==> src/ahb_mem_config.svh <==
/*
 * Build-time constants for the dual-port AHB-Lite memory
 * Bus width, array size, IRQ line count and special addresses
 */

`ifndef AHB_MEM_CONFIG_SVH
`define AHB_MEM_CONFIG_SVH

// --------------------
// Bus and array geometry
// --------------------
`define AHB_WIDTH       32
`define MEM_POWER_SIZE  12

// Interrupt lines driven from the IRQ register
`define IRQ_LINES_NUM   16

// --------------------
// Special addresses
// --------------------
`define IRQ_ADDR        32'hF000_0100
`define ERR_PTR_ADDR    32'hF000_0200
// Fixed error address, also the error pointer value after reset
`define MEM_ERR_ADDR    32'hFFFF_F100

`endif

==> src/ahb_mem_pkg.sv <==
/*
 * Shared types for the dual-port AHB-Lite memory
 * Transfer enums, port request and response structs, byte-enable helper
 */

`include "ahb_mem_config.svh"

package ahb_mem_pkg;

    typedef logic [`AHB_WIDTH-1:0] word_t;
    typedef logic [3:0]            be_t;

    // --------------------
    // AHB-Lite encodings
    // --------------------
    typedef enum logic [1:0] {
        IDLE   = 2'b00,
        BUSY   = 2'b01,
        NONSEQ = 2'b10,
        SEQ    = 2'b11
    } htrans_e;

    typedef enum logic [2:0] {
        BYTE = 3'b000,
        HALF = 3'b001,
        WORD = 3'b010
    } hsize_e;

    typedef enum logic {
        OKAY  = 1'b0,
        ERROR = 1'b1
    } hresp_e;

    // --------------------
    // Port payloads
    // --------------------
    typedef struct packed {
        htrans_e htrans;
        hsize_e  hsize;
        word_t   haddr;
    } imem_req_t;

    typedef struct packed {
        htrans_e htrans;
        hsize_e  hsize;
        word_t   haddr;
        logic    hwrite;
    } dmem_req_t;

    typedef struct packed {
        logic   hready;
        hresp_e hresp;
        word_t  hrdata;
    } ahb_rsp_t;

    // Byte lanes touched by a transfer of the given size
    function automatic be_t be_form(hsize_e size, logic [1:0] offset);
        be_t be;
        case (size)
            BYTE:    be = 4'b0001 << offset;
            HALF:    be = 4'b0011 << offset;
            WORD:    be = 4'b1111;
            default: be = 4'b0000;
        endcase
        return be;
    endfunction

endpackage

==> src/ahb_port_ctrl.sv <==
/*
 * AHB-Lite port pipeline tracker
 * Latches the address phase and forms the data-phase response
 */

`timescale 1ns/1ps

module ahb_port_ctrl
    import ahb_mem_pkg::*;
#(
    parameter type req_t = imem_req_t
) (
    input  logic     clk,
    input  logic     rst_n,
    input  req_t     req,
    input  logic     addr_err,
    input  word_t    rdata,
    output ahb_rsp_t rsp,
    output req_t     data_req,
    output logic     data_valid
);

    logic addr_phase;
    logic err_q;

    // Only NONSEQ opens a transfer, anything else counts as idle
    assign addr_phase = (req.htrans == NONSEQ);

    // --------------------
    // Address phase capture
    // --------------------
    always_ff @(posedge clk) begin
        if (!rst_n) begin
            data_valid <= 1'b0;
            err_q      <= 1'b0;
        end else begin
            data_valid <= addr_phase;
            if (addr_phase) begin
                err_q <= addr_err;
            end
        end
    end

    // Request fields carried into the data phase
    always_ff @(posedge clk) begin
        if (addr_phase) begin
            data_req <= req;
        end
    end

    // --------------------
    // Data phase response
    // --------------------
    always_comb begin
        rsp.hready = data_valid;
        rsp.hresp  = OKAY;
        rsp.hrdata = '0;
        if (data_valid) begin
            if (err_q) begin
                // Faulting access returns no data
                rsp.hresp = ERROR;
            end else begin
                rsp.hrdata = rdata;
            end
        end
    end

endmodule

==> config.mk <==
export PLATFORM = sky130hd
export DESIGN_NAME = ahb_port_ctrl
export DESIGN_NICKNAME = d
export VERILOG_FILES = /design/src/ahb_mem_pkg.sv /design/src/ahb_port_ctrl.sv
export VERILOG_INCLUDE_DIRS = /design/src
export SDC_FILE = /design/constraint.sdc
export NUM_CORES = 1
export LEC_CHECK = 0
export ABC_AREA = 1
export BUFFER_PORTS_ARGS = -buffer_cell sky130_fd_sc_hd__buf_4
export CAP_MARGIN = 25
export CORE_MARGIN = 5
export CORE_UTILIZATION = 33
export CTS_CLUSTER_SIZE = 14
export DETAILED_ROUTE_END_ITERATION = 10
export GPL_TIMING_DRIVEN = 0
export PLACE_DENSITY = 0.8
export SLEW_MARGIN = 20
export SYNTH_ARGS = -nofsm -noshare
export SYNTH_HDL_FRONTEND = slang
export SYNTH_SLANG_ARGS = --single-unit
==> constraint.sdc <==
create_clock -name clk -period 2.6 [get_ports clk]
set_clock_uncertainty 0.1 [all_clocks]
set_input_delay 0.52 -clock clk [delete_from_list [all_inputs] [get_ports clk]]
set_output_delay 0.52 -clock clk [all_outputs]
set_load 0.02 [all_outputs]
======== Word-level counts from Yosys, hierarchy flattened ========
Cells that the tools add are included.
storage, ports and cells
  memories kept ........................... 0
  register bits ........................... 39
  ROM bits ................................ 0
  latch bits .............................. 0
  input port bits ......................... 72
  RAM bits ................................ 0
operators by class
  div/mod/pow operators ................... 0
  order comparisons ....................... 0
  muxes and demuxes ....................... 3
  add/subtract/negate cells ............... 0
  equality and inequality tests ........... 1
  multiply operators ...................... 0
  reductions and logical operators ........ 0
  bitwise logic cells ..................... 0
  shift-type cells ........................ 0
operators by type and width
  kind                count
  $mux 33             1
  $mux 32             1
  $eq 2x2->1 const B  1
  $mux 1              1

======== Longest topological paths before layout ========
  depth in word-level cells ............... 2
  mapped depth ............................ 4
  gate-level depth less buffers ........... 4

======== Least setup slack after synthesis ========
OpenSTA, ideal clock, no wires.
  path type ............................... input to register
  from .................................... in req[36] (netlist name)
  to ...................................... reg data_req[0] (netlist name), enable pin
  arrival ................................. 2.148 ns
  required time ........................... 2.066 ns
  buffers on the path ..................... 0
  slack ................................... -0.082 ns
  cell stages on the path ................. 2
  cell sequence ........................... inv_1 -> nor2_1
between the ends
  word-level cells in the longest chain between the ends .. 1
RTL lines
  element                 line                 RTL
  start: declaration      ahb_port_ctrl.sv:15  input req_t req,
  $eq 2x2->1              ahb_port_ctrl.sv:27  assign addr_phase = (req.htrans == NONSEQ);
  end signal: assignment  ahb_port_ctrl.sv:47  data_req <= req;
  end: declaration        ahb_port_ctrl.sv:19  output req_t data_req,
No other way between the ends.
A chain may end at the register's enable or synchronous reset.

==> key figures <==
Run status
  • Status: finished, final reports clean

Drt
  • Drt wl/cell: about 13 um
  • Metal-1 WL: about 1.3 mm
  • Max Used Layer: met4
  • Vias: 1328
  • Final ANT Viol Nets: 0
  • DRT Pass-1 Iters: 4
  • Drt total wl: around 4.3 mm
  • DR WL met2: about 2.4 mm
  • Vias per cell: 4.074
  • DRC violations left: 0
  • Routed wire length on met3: 669 um
  • Initial DRC count: 58

STA
  • Slew @ Worst Pin: 0.5219 ns
  • Setup violations, final: 0
  • TNS Setup: 0 ns
  • Hold violation count in the final report: 0
  • RSZ-0062 raised after global routing: no
  • Slack of the critical path: 0.7639 ns
  • Tmin final: 1.836 ns
  • FMAX: 544.6 MHz
  • Slew Limit Fails: 0
  • Slew margin rel.: roughly 65%
  • Ratio of final minimum period to clock period: 70.62%
  • Hold Slack: 0.3110 ns

CTS
  • Root buffer cell: clkbuf_8
  • Max Buffers Root-to-Sink: 2
  • Post-CTS Hold Fix Bufs: 0
  • CTS clk-pin slew, worst paths: around 0.08 ns
  • Number of clock sinks: 39
  • Setup bufs post-CTS: 0
  • Clock Latency Late Sink: between 0.2 and 0.3 ns
  • CTS H-Tree Depth: 2
  • CTS buffer count: 5
  • TritonCTS clock tree: done
  • # resized after CTS: 0

Worst hold path
  • Worst hold start: req[11]
  • Hold WC Path Type: input port to flip-flop

GRT
  • First-pass GRT wire length: 6.617 mm
  • GR Overflow Total: 0
  • Initial antenna violation count: 0
  • Vias in the first global route: ~1400
  • Total GRT Usage: around 14%
  • Largest net degree at the start of global routing: 23

Layout
  • Most frequent cells in the layout: buf_4, edfxtp_1, inv_1
  • Final #Nets: 343
  • Commonest non-fill, non-tap cell in the layout: buf_4
  • Fillcell total: 399
  • Fin cells: 326
  • Post-layout instance area: 2855 um2
  • Layout cell share with drive strength beyond 1: roughly 70%
  • N_diodes: 0
  • Area of the multi-input gates: 259.0 um2
  • Synth-to-layout area growth: 79.12%
  • Flip-flop and latch area: 1151 um2

Floorplan
  • Starting Density: roughly 34%
  • Core footprint: about 4700 um2
  • DIE WIDTH: 79.50 um
  • Site row count: 25
  • Die area: 6320 um2
  • Die Y: a little under 80 um
  • I/O pins: 144

Logic synthesis
  • Syn. warnings: 0
  • Seq/Total Area, Yosys: a little over 70%
  • Netlist cell types: 13
  • Syn Inst Count: 120
  • Mapped Area: 1594 um2
  • Yosys reg bits: 39
  • Synthesized area per cell: 13.28 um2
  • Syn nets: 192

Worst setup path
  • Crit Path Max Fanout: 10
  • Crit path launch type: flip-flop
  • CP Data Arrival Time: ~1.2 ns
  • Kind of critical path: flip-flop to output port
  • Worst EP required: 1.98 ns
  • R2R Path Start: err_q$_SDFFE_PN0N_
  • Critical Path Start: data_valid$_SDFF_PN0_
  • Worst Setup End Kind: output port

Placed design
  • Cell area after placement: 2770 um2
  • Dpl cells: about 320
  • IO Port Bufs: between 100 and 150
  • Routability cong.: roughly 0.74
  • Dpl ws: 0.8504 ns
  • Dpl hpwl: around 3.7 mm

Power
  • Power Density: 498.7 nW/um2
  • Leak: between 1 and 1.5 nW
  • Worst VDD drop: 373.3 uV

Run
  • Max Cap Viol: 0
-- area by class of cell --
cell class | count | share of cell area [%]
timing repair buffer | 144 | 38.56
multi-input combinational | 40 | 9.071
sequential | 39 | 40.32
clock buffer | 6 | 2.542
tap | 54 | 2.366
buffer | 4 | 1.840
inverter | 37 | 4.864
clock inverter | 2 | 0.4382
-- critical path, stage by stage (launching register included) --
cell and delay (ns):
dfxtp_1 0.43, nand2_4 0.11, buf_8 0.16, nor2_2 0.09, buf_4 0.15
-- where the power goes --
part | internal (W) | switching, W | total, W
Clock | 0.000187 | 0.000198 | 0.000385
Combinational | 0.000150 | 0.000143 | 0.000293
Sequential | 0.000733 | 0.0000124 | 0.000745
Total | 0.00107 | 0.000354 | 0.00142
-- metal layers --
metal  global-route usage [%]  up-vias
met4                    3.093        0
met5                        0        -
met3                    8.126        2
li1                         -      660
met1                    13.10      582
met2                    25.21       84
-- synth_stat cells --
library cell  count  area [um2]
nand3_1           1       5.000
and3_1            1       6.260
nor2_4            3       33.78
edfxtp_1         37        1111
inv_1            36       135.1
buf_4             1       7.510
nand2_4           1       11.26
inv_2             1       3.750
buf_8             3       45.04
nor2_2           27       168.9
nor2_1            5       18.77
dfxtp_1           2       40.04
nand2_1           2       7.510
-- sequential cells by signal, indices dropped and copies added (netlist names) --
register	cells
data_req	37
err_q	1
data_valid	1
-- cell families (layout without fill, tap and decap cells) --
| logic type | Yosys count | in the layout | synth area share, % |
|---|---|---|---|
| buf+inv | 41 | 193 | 12.01 |
| simple gates | 40 | 40 | 15.78 |
| flops | 39 | 39 | 72.21 |
-- path summary, 6_finish.rpt --
check,endpoint,slack (ns),depth (start not counted)
worst max-delay path,rsp[1],0.76,4
worst min-delay path,data_req[11]$_DFFE_PN_,0.31,1
worst max register to register,err_q$_SDFFE_PN0N_,1.92,2
worst min register to register,err_q$_SDFFE_PN0N_,0.42,2
-- metrics by stage --
stage               util (%)  power [W]
floorplan                  -  0.0008794
global placement       58.35   0.001046
detailed placement     59.04   0.001058
CTS                    60.85   0.001443
global route           60.85   0.001508
finish                 60.85   0.001424
Note: power is estimated with default switching activity, not from simulation.
