===== src/ahb_mem_config.svh =====
/*
 * Build-time constants for the dual-port AHB-Lite memory
 * Bus width, array size, IRQ line count and special addresses
 */

`ifndef AHB_MEM_CONFIG_SVH
`define AHB_MEM_CONFIG_SVH

// --------------------
// Bus and array geometry
// --------------------
`define AHB_WIDTH       32
`define MEM_POWER_SIZE  12

// Interrupt lines driven from the IRQ register
`define IRQ_LINES_NUM   16

// --------------------
// Special addresses
// --------------------
`define IRQ_ADDR        32'hF000_0100
`define ERR_PTR_ADDR    32'hF000_0200
// Fixed error address, also the error pointer value after reset
`define MEM_ERR_ADDR    32'hFFFF_F100

`endif


===== src/ahb_mem_pkg.sv =====
/*
 * Shared types for the dual-port AHB-Lite memory
 * Transfer enums, port request and response structs, byte-enable helper
 */

`include "ahb_mem_config.svh"

package ahb_mem_pkg;

    typedef logic [`AHB_WIDTH-1:0] word_t;
    typedef logic [3:0]            be_t;

    // --------------------
    // AHB-Lite encodings
    // --------------------
    typedef enum logic [1:0] {
        IDLE   = 2'b00,
        BUSY   = 2'b01,
        NONSEQ = 2'b10,
        SEQ    = 2'b11
    } htrans_e;

    typedef enum logic [2:0] {
        BYTE = 3'b000,
        HALF = 3'b001,
        WORD = 3'b010
    } hsize_e;

    typedef enum logic {
        OKAY  = 1'b0,
        ERROR = 1'b1
    } hresp_e;

    // --------------------
    // Port payloads
    // --------------------
    typedef struct packed {
        htrans_e htrans;
        hsize_e  hsize;
        word_t   haddr;
    } imem_req_t;

    typedef struct packed {
        htrans_e htrans;
        hsize_e  hsize;
        word_t   haddr;
        logic    hwrite;
    } dmem_req_t;

    typedef struct packed {
        logic   hready;
        hresp_e hresp;
        word_t  hrdata;
    } ahb_rsp_t;

    // Byte lanes touched by a transfer of the given size
    function automatic be_t be_form(hsize_e size, logic [1:0] offset);
        be_t be;
        case (size)
            BYTE:    be = 4'b0001 << offset;
            HALF:    be = 4'b0011 << offset;
            WORD:    be = 4'b1111;
            default: be = 4'b0000;
        endcase
        return be;
    endfunction

endpackage


===== src/mmio_regs.sv =====
/*
 * Address decode and register block
 * Error detection, IRQ and error-pointer registers, data read mux
 */

`timescale 1ns/1ps

`include "ahb_mem_config.svh"

module mmio_regs
    import ahb_mem_pkg::*;
(
    input  logic                      clk,
    input  logic                      rst_n,
    input  word_t                     imem_addr,
    input  dmem_req_t                 dmem_req,
    input  dmem_req_t                 data_req,
    input  logic                      data_valid,
    input  word_t                     hwdata,
    input  word_t                     mem_rdata,
    output logic                      imem_err,
    output logic                      dmem_err,
    output word_t                     dmem_rdata,
    output logic                      wr_en,
    output be_t                       wr_be,
    output logic [`IRQ_LINES_NUM-1:0] irq_lines
);

    typedef enum logic [1:0] {
        SEL_MEM,
        SEL_IRQ,
        SEL_PTR,
        SEL_ERR
    } sel_e;

    word_t                     err_ptr;
    logic [`IRQ_LINES_NUM-1:0] irq_reg;
    sel_e                      sel_d;
    sel_e                      sel_q;
    logic                      reg_wr;

    // --------------------
    // Address phase decode
    // --------------------
    assign imem_err = (imem_addr == `MEM_ERR_ADDR) || (imem_addr == err_ptr);
    assign dmem_err = (dmem_req.haddr == `MEM_ERR_ADDR) || (dmem_req.haddr == err_ptr);

    always_comb begin
        if (dmem_err) begin
            sel_d = SEL_ERR;
        end else if (dmem_req.haddr == `IRQ_ADDR) begin
            sel_d = SEL_IRQ;
        end else if (dmem_req.haddr == `ERR_PTR_ADDR) begin
            sel_d = SEL_PTR;
        end else begin
            sel_d = SEL_MEM;
        end
    end

    always_ff @(posedge clk) begin
        if (!rst_n) begin
            sel_q <= SEL_MEM;
        end else if (dmem_req.htrans == NONSEQ) begin
            sel_q <= sel_d;
        end
    end

    // --------------------
    // Data phase
    // --------------------
    assign reg_wr = data_valid && data_req.hwrite;
    // Faulting writes never reach the array
    assign wr_en  = reg_wr && (sel_q == SEL_MEM);
    assign wr_be  = be_form(data_req.hsize, data_req.haddr[1:0]);

    always_ff @(posedge clk) begin
        if (!rst_n) begin
            irq_reg <= '0;
            err_ptr <= `MEM_ERR_ADDR;
        end else if (reg_wr) begin
            if (sel_q == SEL_IRQ) begin
                irq_reg <= hwdata[`IRQ_LINES_NUM-1:0];
            end
            if (sel_q == SEL_PTR) begin
                err_ptr <= hwdata;
            end
        end
    end

    always_comb begin
        case (sel_q)
            SEL_IRQ: dmem_rdata = {{(`AHB_WIDTH-`IRQ_LINES_NUM){1'b0}}, irq_reg};
            SEL_PTR: dmem_rdata = err_ptr;
            default: dmem_rdata = mem_rdata;
        endcase
    end

    assign irq_lines = irq_reg;

endmodule


===== config.mk =====
export PLATFORM = sky130hd
export DESIGN_NAME = mmio_regs
export DESIGN_NICKNAME = d
export VERILOG_FILES = /design/src/ahb_mem_pkg.sv /design/src/mmio_regs.sv
export VERILOG_INCLUDE_DIRS = /design/src
export SDC_FILE = /design/constraint.sdc
export NUM_CORES = 1
export LEC_CHECK = 0
export BUFFER_PORTS_ARGS = -buffer_cell sky130_fd_sc_hd__buf_4
export CAP_MARGIN = 5
export CORE_ASPECT_RATIO = 0.6
export CORE_MARGIN = 2
export CORE_UTILIZATION = 42
export DETAILED_ROUTE_END_ITERATION = 16
export HOLD_SLACK_MARGIN = 0.1
export MAX_ROUTING_LAYER = met4
export PLACE_DENSITY_LB_ADDON = 0.2
export SYNTH_ARGS = -nofsm -noshare
export SYNTH_HDL_FRONTEND = slang
export SYNTH_SLANG_ARGS = --single-unit

===== constraint.sdc =====
create_clock -name clk -period 2.1 [get_ports clk]
set_input_delay 0.105 -clock clk [delete_from_list [all_inputs] [get_ports clk]]
set_output_delay 0.105 -clock clk [all_outputs]
set_load 0.005 [all_outputs]

* Yosys cells after proc, flatten, opt, wreduce, memory -nomap -nowiden *
Cells that the tools add are included.

storage, ports and cells
  flip-flop bits (word level) = 50
  latch bits = 0
  bits in writable memories = 0
  ROM bits = 0
  bits of input ports = 175
  output and inout bits = 55
  logic and storage cells = 29
  memories kept = 0

cells by class
  add/sub/neg operators = 0
  $mul = 0
  divide/modulo/power cells = 0
  $lt $le $gt $ge = 0
  equality and inequality tests = 11
  shifts and indexed selects = 2
  muxes and demuxes = 5
  bitwise operators = 0
  reductions and logical operators = 8

operators with widths
  operator              number
  $eq 32x32->1 const B  4
  $eq 32x32->1          2
  $pmux 32 s2           1
  $pmux 4 s3            1
  $mux 2                3
  $eq 2x2->1 const B    2
  $reduce_and 2->1      2
  $shl 1x2->4 const A   1
  $shl 2x2->4 const A   1
  $eq 3x1->1 const B    1
  $eq 3x2->1 const B    1
  $logic_not 3->1       1
  $eq 2x1->1 const B    1
  $logic_and 1x1->1     2
  $logic_not 2->1       1
  $logic_or 1x1->1      2

* Depth between registers and ports, before layout *
Gate-level depths: netlist of run 1.

  depth after elaboration = 4
  depth in mapped cells = 8

* Worst setup path before layout of run 1 *
No wires, ideal clock.

  path type = reg-to-reg
  start = register sel_q[0]
  end = register err_ptr[0]
  arrival = 1478 ps
  data required time = 2024 ps
  path slack = 547 ps
  stages on the path, launching flop included = 9
  buffers on the path = 3
  period minus slack after synthesis = 1553 ps
  cells stage by stage = dfxtp_1 -> inv_1 -> ha_1 -> clkbuf_1 -> and3_1 -> clkbuf_1 -> clkbuf_1 -> nand2_1 -> a21boi_0

on the way
  longest elaborated chain between the ends = 2

RTL lines
  element                            RTL line         text
  start, declared                    mmio_regs.sv:39  sel_e sel_q;
  start signal, assigned             mmio_regs.sv:64  sel_q <= sel_d;
  $eq 2x2->1                         mmio_regs.sv:84  if (sel_q == SEL_PTR) begin
  $reduce_and 2->1 (no source line)  -
  end signal, assigned               mmio_regs.sv:79  err_ptr <= `MEM_ERR_ADDR;
  end signal, assigned               mmio_regs.sv:85  err_ptr <= hwdata;
  end, declared                      mmio_regs.sv:36  word_t err_ptr;

Every way passes these cells.
A chain may end at the register's enable or synchronous reset.

* Worst setup path in the final report of run 1 *
  start = register sel_q[1]
  end = output port dmem_rdata[18]

on the way
  longest elaborated chain between the ends = 2
  elaborated cells on any way between the ends = 3

RTL lines
  element                                   RTL line         text
  $eq 2x2->1 or $eq 2x1->1 (tied branches)  mmio_regs.sv:91  case (sel_q)
  $pmux 32 s2 (*)                           mmio_regs.sv:91
  end, declared                             mmio_regs.sv:23  output word_t dmem_rdata,

Every way passes the cells marked *; elsewhere a longest branch is shown, timed or not.

==> tab_implementation.tex, run 1 <==
\begin{tabular}{lr}
\hline
Metric & Value \\
\hline
\multicolumn{2}{l}{\textbf{Status}} \\
\quad Outcome & finished, final reports clean \\
\multicolumn{2}{l}{\textbf{Logic synthesis}} \\
\quad Portion of netlist area occupied by mux cells & 0.2993\% \\
\quad Proportion of synthesized chip area in sequential cells & 29.93\% \\
\quad Adder-Cell Fraction of Synth Area & 1.122\% \\
\quad Share of the synthesized netlist area taken by xor and xnor gates & 16.76\% \\
\quad Async SR Flop Fraction & 0\% \\
\quad Combinational family with the most area after synthesis & simple AND/OR/NAND/NOR gates \\
\quad Count of different cell masters after synthesis & 31 \\
\quad Mapped Nets & 642 \\
\quad Simple logic cell fraction of the synthesized area & 30.42\% \\
\quad Warnings, synthesis & 0 \\
\quad Commonest cells in the netlist & sky130\_fd\_sc\_hd\_\_nand2\_1 (97), sky130\_fd\_sc\_hd\_\_dfxtp\_1 (50), sky130\_fd\_sc\_hd\_\_nand3\_1 (39) \\
\quad Most numerous cell in the Yosys netlist & sky130\_fd\_sc\_hd\_\_nand2\_1 \\
\quad Dominant cell type by area after synthesis & sky130\_fd\_sc\_hd\_\_dfxtp\_1 \\
\quad Most frequently used flop master after synthesis & sky130\_fd\_sc\_hd\_\_dfxtp\_1 \\
\quad Share of Yosys cell area claimed by the top area cell type & 29.93\% \\
\quad Dominant cells by area after synthesis & sky130\_fd\_sc\_hd\_\_dfxtp\_1 (30\%), sky130\_fd\_sc\_hd\_\_nand2\_1 (11\%), sky130\_fd\_sc\_hd\_\_xnor2\_1 (8.4\%) \\
\quad Cell area after synthesis & 3344 um\^{}2 \\
\quad Area fraction in compound gates after synthesis & 16.16\% \\
\quad Post-synthesis sequential element count & 50 \\
\quad Count of flip-flops with a built-in enable after synthesis & 0 \\
\quad Post-Synthesis Cells & 464 \\
\quad Post-Syn Area per Cell & 7.208 um\^{}2 \\
\multicolumn{2}{l}{\textbf{STA}} \\
\quad RSZ-0062 raised after global routing & no \\
\quad Maximum achievable frequency & 529.7 MHz \\
\quad Worst clock skew & 0.006180 ns \\
\quad WHS & 0.1468 ns \\
\quad Endpoints failing hold & 0 \\
\quad Fin Setup TNS & 0 ns \\
\quad Worst slew margin relative to its limit & 49.48\% \\
\quad Number of pins with negative max-slew slack in the final report & 0 \\
\quad Final period util & 89.90\% \\
\quad Time the final worst path needs with I/O delays and setup & 1.888 ns \\
\quad Final setup fails & 0 \\
\quad Worst-Margin Slew & 0.7556 ns \\
\multicolumn{2}{l}{\textbf{Route}} \\
\quad Vias & 4255 \\
\quad Total routed wirelength & 13790 um \\
\quad Post-detailed-route via-to-cell ratio & 5.427 \\
\quad Count of TritonRoute iterations in the first routing pass & 6 \\
\quad Antenna Violating Nets Remaining & 0 \\
\quad Post-route DRC violation count & 0 \\
\quad 1st-iter DRT viols & 361 \\
\quad WL/cell & 17.59 um \\
\multicolumn{2}{l}{\textbf{Pwr}} \\
\quad Internal power & 1.879 mW \\
\quad Peak supply drop & 0.2892 mV \\
\quad Logic pwr share & 29.2\% \\
\quad Net switching fraction of the power & 27.58\% \\
\quad Power after layout & 2.594 mW \\
\quad Clock power frac & 32.4\% \\
\quad Seq pwr share & 38.4\% \\
\quad Power Density & 484.1 nW/um\^{}2 \\
\quad Static power due to leakage & 2.339 nW \\
\quad Sw Pwr & 0.7156 mW \\
\multicolumn{2}{l}{\textbf{Placement}} \\
\quad Detail Placement HPWL & 10680 um \\
\quad Final weighted congestion in routability-driven placement & 0.8686 \\
\quad Placed cell areas & 4897 um\^{}2 \\
\quad Port bufs & 193 \\
\multicolumn{2}{l}{\textbf{Floorplan}} \\
\quad Area enclosed by the die boundary & 8716 um\^{}2 \\
\quad Total I/O pin count & 230 \\
\quad Die Span X & 119.2 um \\
\quad Number of core rows & 25 \\
\quad Area of the core & 7789 um\^{}2 \\
\quad Die height & 73.12 um \\
\quad Initial standard-cell utilization of the core & 42.94\% \\
\multicolumn{2}{l}{\textbf{Clock network}} \\
\quad Count of H-tree levels built during CTS & 2 \\
\quad Clock Tree Buf Depth & 2 \\
\quad CTS sink count & 50 \\
\quad Clock slew seen by the registers of the worst setup and hold paths & 0.07 ns \\
\quad TritonCTS Buffers & 5 \\
\quad Post-CTS sizing & 0 \\
\quad Root Buffer & sky130\_fd\_sc\_hd\_\_clkbuf\_16 \\
\quad Skew-Pair Late Insertion Delay & 0.29 ns \\
\quad Clock tree from TritonCTS & done \\
\quad Setup Buffers After CTS & 0 \\
\multicolumn{2}{l}{\textbf{Critical path}} \\
\quad Required time at the endpoint of the critical path & 2.00 ns \\
\quad Type of the worst setup path & register to primary output \\
\quad CP arrival & 1.78 ns \\
\quad Capturing element type of the critical path & primary output \\
\quad Startpoint Class & register \\
\quad Crit path max fanout & 60 \\
\multicolumn{2}{l}{\textbf{Run}} \\
\quad Max Cap Viol & 0 \\
\multicolumn{2}{l}{\textbf{Final layout}} \\
\quad Util after Layout & 68.80\% \\
\quad Area Growth Syn to Fin & 60.23\% \\
\quad Total number of nets in the final design & 853 \\
\quad Post-Layout Inst Area & 5359 um\^{}2 \\
\quad Antenna diodes & 0 \\
\quad Layout cell share with drive strength beyond 1 & 31.07\% \\
\multicolumn{2}{l}{\textbf{Global route}} \\
\quad GR Util All Layers & 31.84\% \\
\quad Maximum number of pins on one net before global-route repair & 61 \\
\quad Via count of the first global-routing pass & 4042 \\
\quad Initial antenna violation count & 0 \\
\quad Total gr overflow & 0 \\
\quad Wire length of the first global-routing pass & 20900 um \\
\multicolumn{2}{l}{\textbf{Hold path}} \\
\quad Hold crit path type & input pin to register \\
\hline
\end{tabular}
-- worst max-delay path: stages, from the launching register on --
cell and delay (ns):
sky130_fd_sc_hd__dfxtp_1 0.38, sky130_fd_sc_hd__inv_1 0.09, sky130_fd_sc_hd__ha_2 0.39, sky130_fd_sc_hd__buf_12 0.26
sky130_fd_sc_hd__nand3_1 0.13, sky130_fd_sc_hd__o21ai_0 0.10, sky130_fd_sc_hd__buf_4 0.13
-- registers in the layout (all words and copies together) (netlist names) --
register / count
irq_lines: 16
sel_q: 2
err_ptr: 32
-- area by class of cell --
class                      count  area, um^2
clock inverter                 1       8.758
tap                          108       135.1
fill                         683        2430
sequential                    50        1001
inverter                      19       71.32
multi-input combinational    367        2168
clock buffer                   7       142.6
timing repair buffer         232        1832
-- power groups by stage --
stage,clock network [mW],registers [mW],logic [mW]
after floorplan,0,1.01,0.259
after detailed placement,0,1.02,0.701
after global routing,0.896,0.998,0.817
final,0.840,0.997,0.757
after global placement,0,1.02,0.688
after CTS,0.850,0.995,0.750
-- routing by layer --
layer / wire [um] / share of wire (%) / track usage (%)
met1: 6130 / 44 / 43.29
met2: 5837 / 42 / 47.19
met4: 145 / 1.1 / 5.952
met3: 1678 / 12 / 9.609
met5: 0 / 0 / -
-- stage by stage --
step,instances,setup WS [ns]
after detailed placement,745,0.4030
after global routing,784,0.08280
after floorplan,464,0.5465
final,784,0.2121
after CTS,784,0.2350
after global placement,745,0.4506
-- final timing paths --
kind,startpoint,end,slack (ns),cells after the start
max,sel_q[1]$_SDFFE_PN0N_,dmem_rdata[18],0.21,6
min,hwdata[21],err_ptr[21]$_SDFFE_PN1P_,0.15,3
max reg2reg,sel_q[1]$_SDFFE_PN0N_,irq_lines[15]$_SDFFE_PN0P_,0.36,5
min reg2reg,irq_lines[9]$_SDFFE_PN0P_,irq_lines[9]$_SDFFE_PN0P_,0.48,2
-- placed cells by master, fill, tap and decap left out, drive strengths merged, types with 3 or more instances in the layout --
| cell | count |
|---|---|
| xnor2 | 32 |
| clkbuf | 7 |
| nand2 | 97 |
| dfxtp | 50 |
| a21boi | 27 |
| nand4 | 20 |
| o21ai | 19 |
| nor2 | 21 |
| dlygate4sd3 | 31 |
| a21oi | 19 |
| inv | 20 |
| nor4 | 19 |
| buf | 201 |
| and3 | 3 |
| nand2b | 3 |
| nand4b | 3 |
| nand3 | 39 |
| ha | 3 |
| xor2 | 32 |
| a22oi | 16 |
-- kinds of logic after synthesis --
kind of cell / count (synthesis)
and+or+nand+nor: 214
adders and majority gates: 3
xor gates and xnor gates: 64
muxes: 1
AOI/OAI and AO/OA: 85
DFF: 50
buffers and inverters: 47
-- repair_timing --
action	CTS	global route
hold endpoints to repair	43	0
setup endpoints to repair	0	0
hold buffers	31	0
Power figures use the tool's default switching activity.
==> inputs of run 2 (changes only) <==
--- a/config.mk
+++ b/config.mk
@@ -6,6 +6,7 @@
 export SDC_FILE = /design/constraint.sdc
 export NUM_CORES = 1
 export LEC_CHECK = 0
+export ABC_CLOCK_PERIOD_IN_PS = 2100
 export BUFFER_PORTS_ARGS = -buffer_cell sky130_fd_sc_hd__buf_4
 export CAP_MARGIN = 5
 export CORE_ASPECT_RATIO = 0.6
@@ -15,6 +16,7 @@
 export HOLD_SLACK_MARGIN = 0.1
 export MAX_ROUTING_LAYER = met4
 export PLACE_DENSITY_LB_ADDON = 0.2
+export SETUP_SLACK_MARGIN = 0.3
 export SYNTH_ARGS = -nofsm -noshare
 export SYNTH_HDL_FRONTEND = slang
 export SYNTH_SLANG_ARGS = --single-unit
==> tab_implementation.tex, run 2 (synthesized netlist as in run 1, its figures left out) <==
\begin{tabular}{lr}
\hline
Metric & Value \\
\hline
\multicolumn{2}{l}{\textbf{Status}} \\
\quad Outcome & finished, final reports clean (unchanged) \\
\multicolumn{2}{l}{\textbf{Critical path}} \\
\quad Crit path max fanout & 3 (was 60) \\
\quad Type of the worst setup path & register to primary output (unchanged) \\
\quad Startpoint Class & register (unchanged) \\
\quad CP arrival & 1.66 ns (was 1.78 ns) \\
\quad Capturing element type of the critical path & primary output (unchanged) \\
\quad Required time at the endpoint of the critical path & 2.00 ns (about the same) \\
\quad R2R depth & 7 (was 5) \\
\multicolumn{2}{l}{\textbf{Route}} \\
\quad Vias & 4361 (was 4255) \\
\quad 1st-iter DRT viols & 408 (was 361) \\
\quad WL/cell & 18.50 um (was 17.59 um) \\
\quad Antenna Violating Nets Remaining & 0 (unchanged) \\
\quad Total routed wirelength & 14580 um (was 13790 um) \\
\quad Post-route DRC violation count & 0 (unchanged) \\
\quad Post-detailed-route via-to-cell ratio & 5.534 (was 5.427) \\
\quad Count of TritonRoute iterations in the first routing pass & 5 (was 6) \\
\multicolumn{2}{l}{\textbf{Floorplan}} \\
\quad Number of core rows & 25 (unchanged) \\
\quad Initial standard-cell utilization of the core & 42.94\% (unchanged) \\
\quad Area enclosed by the die boundary & 8716 um\^{}2 (unchanged) \\
\quad Die height & 73.12 um (unchanged) \\
\quad Total I/O pin count & 230 (unchanged) \\
\quad Die Span X & 119.2 um (unchanged) \\
\quad Area of the core & 7789 um\^{}2 (unchanged) \\
\multicolumn{2}{l}{\textbf{Final layout}} \\
\quad Max reg flops & 32 (unchanged) \\
\quad Util after Layout & 71.36\% (was 68.80\%) \\
\quad Post-Layout Inst Area & 5558 um\^{}2 (was 5359 um\^{}2) \\
\quad Most used cells in the layout excluding fill and tap cells & sky130\_fd\_sc\_hd\_\_buf\_4 (199), sky130\_fd\_sc\_hd\_\_nand2\_1 (97), sky130\_fd\_sc\_hd\_\_nand3\_1 (38) (was sky130\_fd\_sc\_hd\_\_buf\_4 (200), sky130\_fd\_sc\_hd\_\_nand2\_1 (97), sky130\_fd\_sc\_hd\_\_dfxtp\_1 (50)) \\
\quad Antenna diodes & 0 (unchanged) \\
\quad Total number of nets in the final design & 857 (was 853) \\
\quad Layout cell share with drive strength beyond 1 & 37.21\% (was 31.07\%) \\
\quad Area Growth Syn to Fin & 66.18\% (was 60.23\%) \\
\quad Largest reg by FF count & err\_ptr (unchanged) \\
\quad Most common library cell in the layout ignoring fill and taps & sky130\_fd\_sc\_hd\_\_buf\_4 (unchanged) \\
\multicolumn{2}{l}{\textbf{Pwr}} \\
\quad Static power due to leakage & 2.403 nW (was 2.339 nW) \\
\quad Power Density & 478.0 nW/um\^{}2 (was 484.1 nW/um\^{}2) \\
\quad Peak supply drop & 0.3008 mV (was 0.2892 mV) \\
\quad Power after layout & 2.657 mW (was 2.594 mW) \\
\multicolumn{2}{l}{\textbf{STA}} \\
\quad Number of pins with negative max-slew slack in the final report & 0 (unchanged) \\
\quad Final period util & 84.14\% (was 89.90\%) \\
\quad Worst clock skew & 0.004521 ns (was 0.006180 ns) \\
\quad RSZ-0062 raised after global routing & yes (was no) \\
\quad Worst slew margin relative to its limit & 66.66\% (was 49.48\%) \\
\quad Final setup fails & 0 (unchanged) \\
\quad Maximum achievable frequency & 565.9 MHz (was 529.7 MHz) \\
\quad Worst-Margin Slew & 0.5001 ns (was 0.7556 ns) \\
\quad Fin Setup TNS & 0 ns (unchanged) \\
\quad Final setup slack of the worst path & 0.3330 ns (was 0.2121 ns) \\
\quad Time the final worst path needs with I/O delays and setup & 1.767 ns (was 1.888 ns) \\
\quad Endpoints failing hold & 0 (unchanged) \\
\multicolumn{2}{l}{\textbf{Hold path}} \\
\quad Hold crit path type & input pin to register (unchanged) \\
\quad Worst hold path depth & 3 (unchanged) \\
\multicolumn{2}{l}{\textbf{Clock network}} \\
\quad Count of H-tree levels built during CTS & 2 (unchanged) \\
\quad Clock tree from TritonCTS & done (unchanged) \\
\quad Clock Tree Buf Depth & 2 (unchanged) \\
\quad Clock slew seen by the registers of the worst setup and hold paths & 0.07 ns (about the same) \\
\quad Root Buffer & sky130\_fd\_sc\_hd\_\_clkbuf\_16 (unchanged) \\
\quad TritonCTS Buffers & 5 (unchanged) \\
\quad CTS sink count & 50 (unchanged) \\
\quad Skew-Pair Late Insertion Delay & 0.28 ns (was 0.29 ns) \\
\multicolumn{2}{l}{\textbf{Run}} \\
\quad Max Cap Viol & 0 (unchanged) \\
\multicolumn{2}{l}{\textbf{Placement}} \\
\quad Worst slack after detailed placement & 0.4030 ns (unchanged) \\
\quad Detail Placement HPWL & 10680 um (unchanged) \\
\quad Final weighted congestion in routability-driven placement & 0.8686 (unchanged) \\
\quad Port bufs & 193 (unchanged) \\
\quad Placed cell areas & 4897 um\^{}2 (unchanged) \\
\multicolumn{2}{l}{\textbf{Global route}} \\
\quad Maximum number of pins on one net before global-route repair & 51 (was 61) \\
\quad Wire length of the first global-routing pass & 21330 um (was 20900 um) \\
\quad Via count of the first global-routing pass & 4095 (was 4042) \\
\quad Total gr overflow & 0 (unchanged) \\
\quad GR Util All Layers & 32.68\% (was 31.84\%) \\
\quad Initial antenna violation count & 0 (unchanged) \\
\hline
\end{tabular}
-- run 2: cell types whose count changed in the layout (fill, tap and decap cells not counted), sizes merged --
cell	change
buf	+3
clkbuf	+1
-- run 2: per-layer routing --
metal / vias to the layer above / global-route usage [%] / share of wire [%]
li1: 2040 / - / -
met1: 2040 / 44.77 / 44
met2: 269 / 48.47 / 43
met3: 12 / 9.297 / 12
met4: 0 / 6.085 / 0.75
met5: - / - / 0
-- run 2: what timing repair did --
| action | in CTS | in global routing |
|---|---|---|
| endpoints found under the hold margin | 43 | 0 |
| setup buffers | 0 | 2 |
| gates resized for setup | 5 | 46 |
| hold buffers | 31 | 0 |
| pin swaps | 0 | 6 |
| cloned | 1 | 1 |
| endpoints found under the setup margin | 32 | 56 |
-- run 2: metrics by stage --
stage / hold slack (ns) / instances
global placement: 0.3161 / 745
global route: 0.1148 / 788
floorplan: 0.2291 / 464
finish: 0.1560 / 788
CTS: 0.1186 / 785
detailed placement: 0.3188 / 745
-- run 2: worst paths after layout --
path	from	to	slack, ns
min reg2reg	irq_lines[9]$_SDFFE_PN0P_	irq_lines[9]$_SDFFE_PN0P_	0.49
min	hwdata[21]	err_ptr[21]$_SDFFE_PN1P_	0.16
max reg2reg	sel_q[0]$_SDFFE_PN0N_	err_ptr[9]$_SDFFE_PN0P_	0.40
max	err_ptr[10]$_SDFFE_PN0P_	imem_err	0.33
-- run 2: where the power goes --
| group | switching, mW | internal (mW) |
|---|---|---|
| combinational | 0.355 | 0.465 |
| clock | 0.359 | 0.480 |
| sequential | 0.0304 | 0.967 |
-- run 2: final cells by class --
| cell class | count | area (um^2) |
|---|---|---|
| clock buffers | 7 | 142.6 |
| flip-flops and latches | 50 | 1040 |
| multi-input cells | 367 | 2250 |
| fillers | 651 | 2231 |
| repair buffers | 236 | 1911 |
| clock inverters | 1 | 8.758 |
| inverters | 19 | 71.32 |
| well taps | 108 | 135.1 |
-- run 2: worst max-delay path, stage by stage, from the launching register on --
cell and delay, ns:
sky130_fd_sc_hd__dfxtp_1 0.34, sky130_fd_sc_hd__buf_4 0.16, sky130_fd_sc_hd__xor2_1 0.17, sky130_fd_sc_hd__nor4_2 0.27, sky130_fd_sc_hd__nand4_1 0.11, sky130_fd_sc_hd__o21ai_0 0.18
sky130_fd_sc_hd__buf_4 0.14
==> inputs of run 3 (changes only) <==
--- a/config.mk
+++ b/config.mk
@@ -6,12 +6,12 @@
 export SDC_FILE = /design/constraint.sdc
 export NUM_CORES = 1
 export LEC_CHECK = 0
-export ABC_CLOCK_PERIOD_IN_PS = 2100
+export ABC_CLOCK_PERIOD_IN_PS = 1500
 export BUFFER_PORTS_ARGS = -buffer_cell sky130_fd_sc_hd__buf_4
 export CAP_MARGIN = 5
 export CORE_ASPECT_RATIO = 0.6
 export CORE_MARGIN = 2
-export CORE_UTILIZATION = 42
+export CORE_UTILIZATION = 38
 export DETAILED_ROUTE_END_ITERATION = 16
 export HOLD_SLACK_MARGIN = 0.1
 export MAX_ROUTING_LAYER = met4
==> constraint.sdc (replaced) <==
create_clock -name clk -period 1.5 [get_ports clk]
set_input_delay 0.075 -clock clk [delete_from_list [all_inputs] [get_ports clk]]
set_output_delay 0.075 -clock clk [all_outputs]
set_load 0.005 [all_outputs]
==> tab_implementation.tex, run 3 (synthesized netlist as in run 1, its figures left out) <==
\begin{tabular}{lr}
\hline
Metric & Value \\
\hline
\multicolumn{2}{l}{\textbf{Pwr}} \\
\quad Peak supply drop & 0.4222 mV (was 0.3008 mV) \\
\quad Power Density & 621.7 nW/um\^{}2 (was 478.0 nW/um\^{}2) \\
\quad Power after layout & 4.418 mW (was 2.657 mW) \\
\quad Static power due to leakage & 2.884 nW (was 2.403 nW) \\
\multicolumn{2}{l}{\textbf{STA}} \\
\quad Time the final worst path needs with I/O delays and setup & 1.762 ns \\
\quad Final setup fails & 36 (was 0) \\
\quad Fin Setup TNS & -6.342 ns (was 0 ns) \\
\quad Number of pins with negative max-slew slack in the final report & 0 (unchanged) \\
\quad Endpoints failing hold & 0 (unchanged) \\
\quad Final period util & 117.5\% \\
\quad Maximum achievable frequency & 567.5 MHz \\
\quad Worst slew margin relative to its limit & 61.35\% (was 66.66\%) \\
\quad WHS & 0.1024 ns (was 0.1560 ns) \\
\quad RSZ-0062 raised after global routing & yes (unchanged) \\
\quad Final setup slack of the worst path & -0.2621 ns (was 0.3330 ns) \\
\quad Worst clock skew & 0.008396 ns (was 0.004521 ns) \\
\quad Worst-Margin Slew & 0.5798 ns (was 0.5001 ns) \\
\multicolumn{2}{l}{\textbf{Critical path}} \\
\quad Crit path max fanout & 3 (unchanged) \\
\quad Type of the worst setup path & register to primary output (unchanged) \\
\quad CP arrival & 1.69 ns (was 1.66 ns) \\
\quad Required time at the endpoint of the critical path & 1.42 ns (was 2.00 ns) \\
\quad Startpoint Class & register (unchanged) \\
\quad Capturing element type of the critical path & primary output (unchanged) \\
\quad R2R depth & 7 (unchanged) \\
\multicolumn{2}{l}{\textbf{Final layout}} \\
\quad Final standard cell count with taps included and fillers excluded & 838 (was 788) \\
\quad Area Growth Syn to Fin & 112.5\% (was 66.18\%) \\
\quad Most common library cell in the layout ignoring fill and taps & sky130\_fd\_sc\_hd\_\_buf\_4 (unchanged) \\
\quad Antenna diodes & 0 (unchanged) \\
\quad Most used cells in the layout excluding fill and tap cells & sky130\_fd\_sc\_hd\_\_buf\_4 (215), sky130\_fd\_sc\_hd\_\_nand2\_1 (45), sky130\_fd\_sc\_hd\_\_dlygate4sd3\_1 (32) (was sky130\_fd\_sc\_hd\_\_buf\_4 (199), sky130\_fd\_sc\_hd\_\_nand2\_1 (97), sky130\_fd\_sc\_hd\_\_nand3\_1 (38)) \\
\quad Largest reg by FF count & err\_ptr (unchanged) \\
\quad Max reg flops & 32 (unchanged) \\
\quad Util after Layout & 83.38\% (was 71.36\%) \\
\quad Layout cell share with drive strength beyond 1 & 64.60\% (was 37.21\%) \\
\quad Total number of nets in the final design & 903 (was 857) \\
\multicolumn{2}{l}{\textbf{Clock network}} \\
\quad Clock slew seen by the registers of the worst setup and hold paths & 0.07 ns (about the same) \\
\quad TritonCTS Buffers & 5 (unchanged) \\
\quad Count of H-tree levels built during CTS & 2 (unchanged) \\
\quad Root Buffer & sky130\_fd\_sc\_hd\_\_clkbuf\_16 (unchanged) \\
\quad CTS sink count & 50 (unchanged) \\
\quad Skew-Pair Late Insertion Delay & 0.30 ns (was 0.28 ns) \\
\quad Clock Tree Buf Depth & 2 (unchanged) \\
\quad Clock tree from TritonCTS & done (unchanged) \\
\multicolumn{2}{l}{\textbf{Hold path}} \\
\quad Hold crit path type & input pin to register (unchanged) \\
\quad Worst hold path depth & 3 (unchanged) \\
\multicolumn{2}{l}{\textbf{Floorplan}} \\
\quad Total I/O pin count & 230 (unchanged) \\
\quad Area enclosed by the die boundary & 9593 um\^{}2 (was 8716 um\^{}2) \\
\quad Area of the core & 8523 um\^{}2 (was 7789 um\^{}2) \\
\quad Initial standard-cell utilization of the core & 39.24\% (was 42.94\%) \\
\quad Number of core rows & 26 (was 25) \\
\quad Die Span X & 125.1 um (was 119.2 um) \\
\quad Die height & 76.67 um (was 73.12 um) \\
\multicolumn{2}{l}{\textbf{Status}} \\
\quad Violations in the final reports & negative setup slack \\
\quad Outcome & finished with violations (was finished, final reports clean) \\
\multicolumn{2}{l}{\textbf{Global route}} \\
\quad Initial antenna violation count & 0 (unchanged) \\
\quad Maximum number of pins on one net before global-route repair & 51 (unchanged) \\
\quad Total gr overflow & 0 (unchanged) \\
\quad GR Util All Layers & 35.52\% (was 32.68\%) \\
\quad Via count of the first global-routing pass & 4794 (was 4095) \\
\quad Wire length of the first global-routing pass & 25760 um (was 21330 um) \\
\multicolumn{2}{l}{\textbf{Run}} \\
\quad Max Cap Viol & 0 (unchanged) \\
\multicolumn{2}{l}{\textbf{Placement}} \\
\quad Detail Placement HPWL & 10950 um (was 10680 um) \\
\quad Dpl cells & 766 (was 745) \\
\quad Final weighted congestion in routability-driven placement & 0.9560 (was 0.8686) \\
\quad Port bufs & 193 (unchanged) \\
\multicolumn{2}{l}{\textbf{Route}} \\
\quad Count of TritonRoute iterations in the first routing pass & 5 (unchanged) \\
\quad Vias & 4879 (was 4361) \\
\quad Antenna Violating Nets Remaining & 0 (unchanged) \\
\quad Post-route DRC violation count & 0 (unchanged) \\
\quad 1st-iter DRT viols & 557 (was 408) \\
\quad Post-detailed-route via-to-cell ratio & 5.822 (was 5.534) \\
\quad Total routed wirelength & 18050 um (was 14580 um) \\
\quad WL/cell & 21.54 um (was 18.50 um) \\
\hline
\end{tabular}
==> run 3: cell types whose count changed in the layout (fill, tap and decap cells not counted), moves of 18 or more <==
cell	previous run	this run
sky130_fd_sc_hd__a21boi_0	26	0
sky130_fd_sc_hd__nand2_4	0	21
sky130_fd_sc_hd__nand2_1	97	45
sky130_fd_sc_hd__nand3_2	1	19
sky130_fd_sc_hd__nand3_1	38	18
sky130_fd_sc_hd__nand2_2	0	31
==> run 3: area by class of cell <==
class	count	area, um^2
multi-input combinational	370	3144
sequential	50	1067
tap	112	140.1
fill	510	1416
inverter	19	76.32
clock inverter	2	38.79
clock buffer	6	138.9
timing repair buffer	279	2501
==> run 3: timing repair <==
item | 4_1_cts | 5_1_grt
gates resized for setup | 178 | 110
hold buffers | 32 | 0
buffers inserted | 12 | 8
cloned | 11 | 1
pin swaps | 67 | 26
setup endpoints to repair | 85 | 84
hold endpoints to repair | 48 | 0
==> run 3: layer usage <==
layer	global-route usage (%)	wire length [um]	vias to the layer above
met5	-	0	-
met4	10.78	584	0
met3	9.421	2083	72
met2	52.23	7942	334
met1	47.87	7441	2336
li1	-	-	2137
==> run 3: power breakdown <==
part           switching [mW]  total (mW)  internal [mW]
Sequential             0.0476        1.39           1.34
Clock                   0.581        1.42          0.842
Combinational           0.713        1.61          0.893
==> run 3: path summary, 6_finish.rpt <==
path                              from                   endpoint  slack, ns
max reg2reg   err_ptr[13]$_SDFFE_PN1P_      sel_q[1]$_SDFFE_PN0N_      -0.08
min                       dmem_req[36]      sel_q[0]$_SDFFE_PN0N_       0.10
max           err_ptr[13]$_SDFFE_PN1P_                   dmem_err      -0.26
min reg2reg  irq_lines[9]$_SDFFE_PN0P_  irq_lines[9]$_SDFFE_PN0P_       0.50
==> run 3: metrics by stage <==
step	worst slack, ns	instance area, um^2
floorplan	0.1823	3566
global placement	0.02088	5149
detailed placement	-0.01065	5149
CTS	-0.2097	6596
global route	-0.3554	7107
finish	-0.2621	7107
==> run 3: worst max-delay path, cell delays in order (launching register included) <==
cell	delay [ns]
sky130_fd_sc_hd__dfxtp_2	0.37
sky130_fd_sc_hd__buf_6	0.13
sky130_fd_sc_hd__xnor2_2	0.10
sky130_fd_sc_hd__nand4_1	0.13
sky130_fd_sc_hd__nor4_2	0.36
sky130_fd_sc_hd__a21oi_2	0.12
sky130_fd_sc_hd__inv_1	0.09
sky130_fd_sc_hd__buf_6	0.09
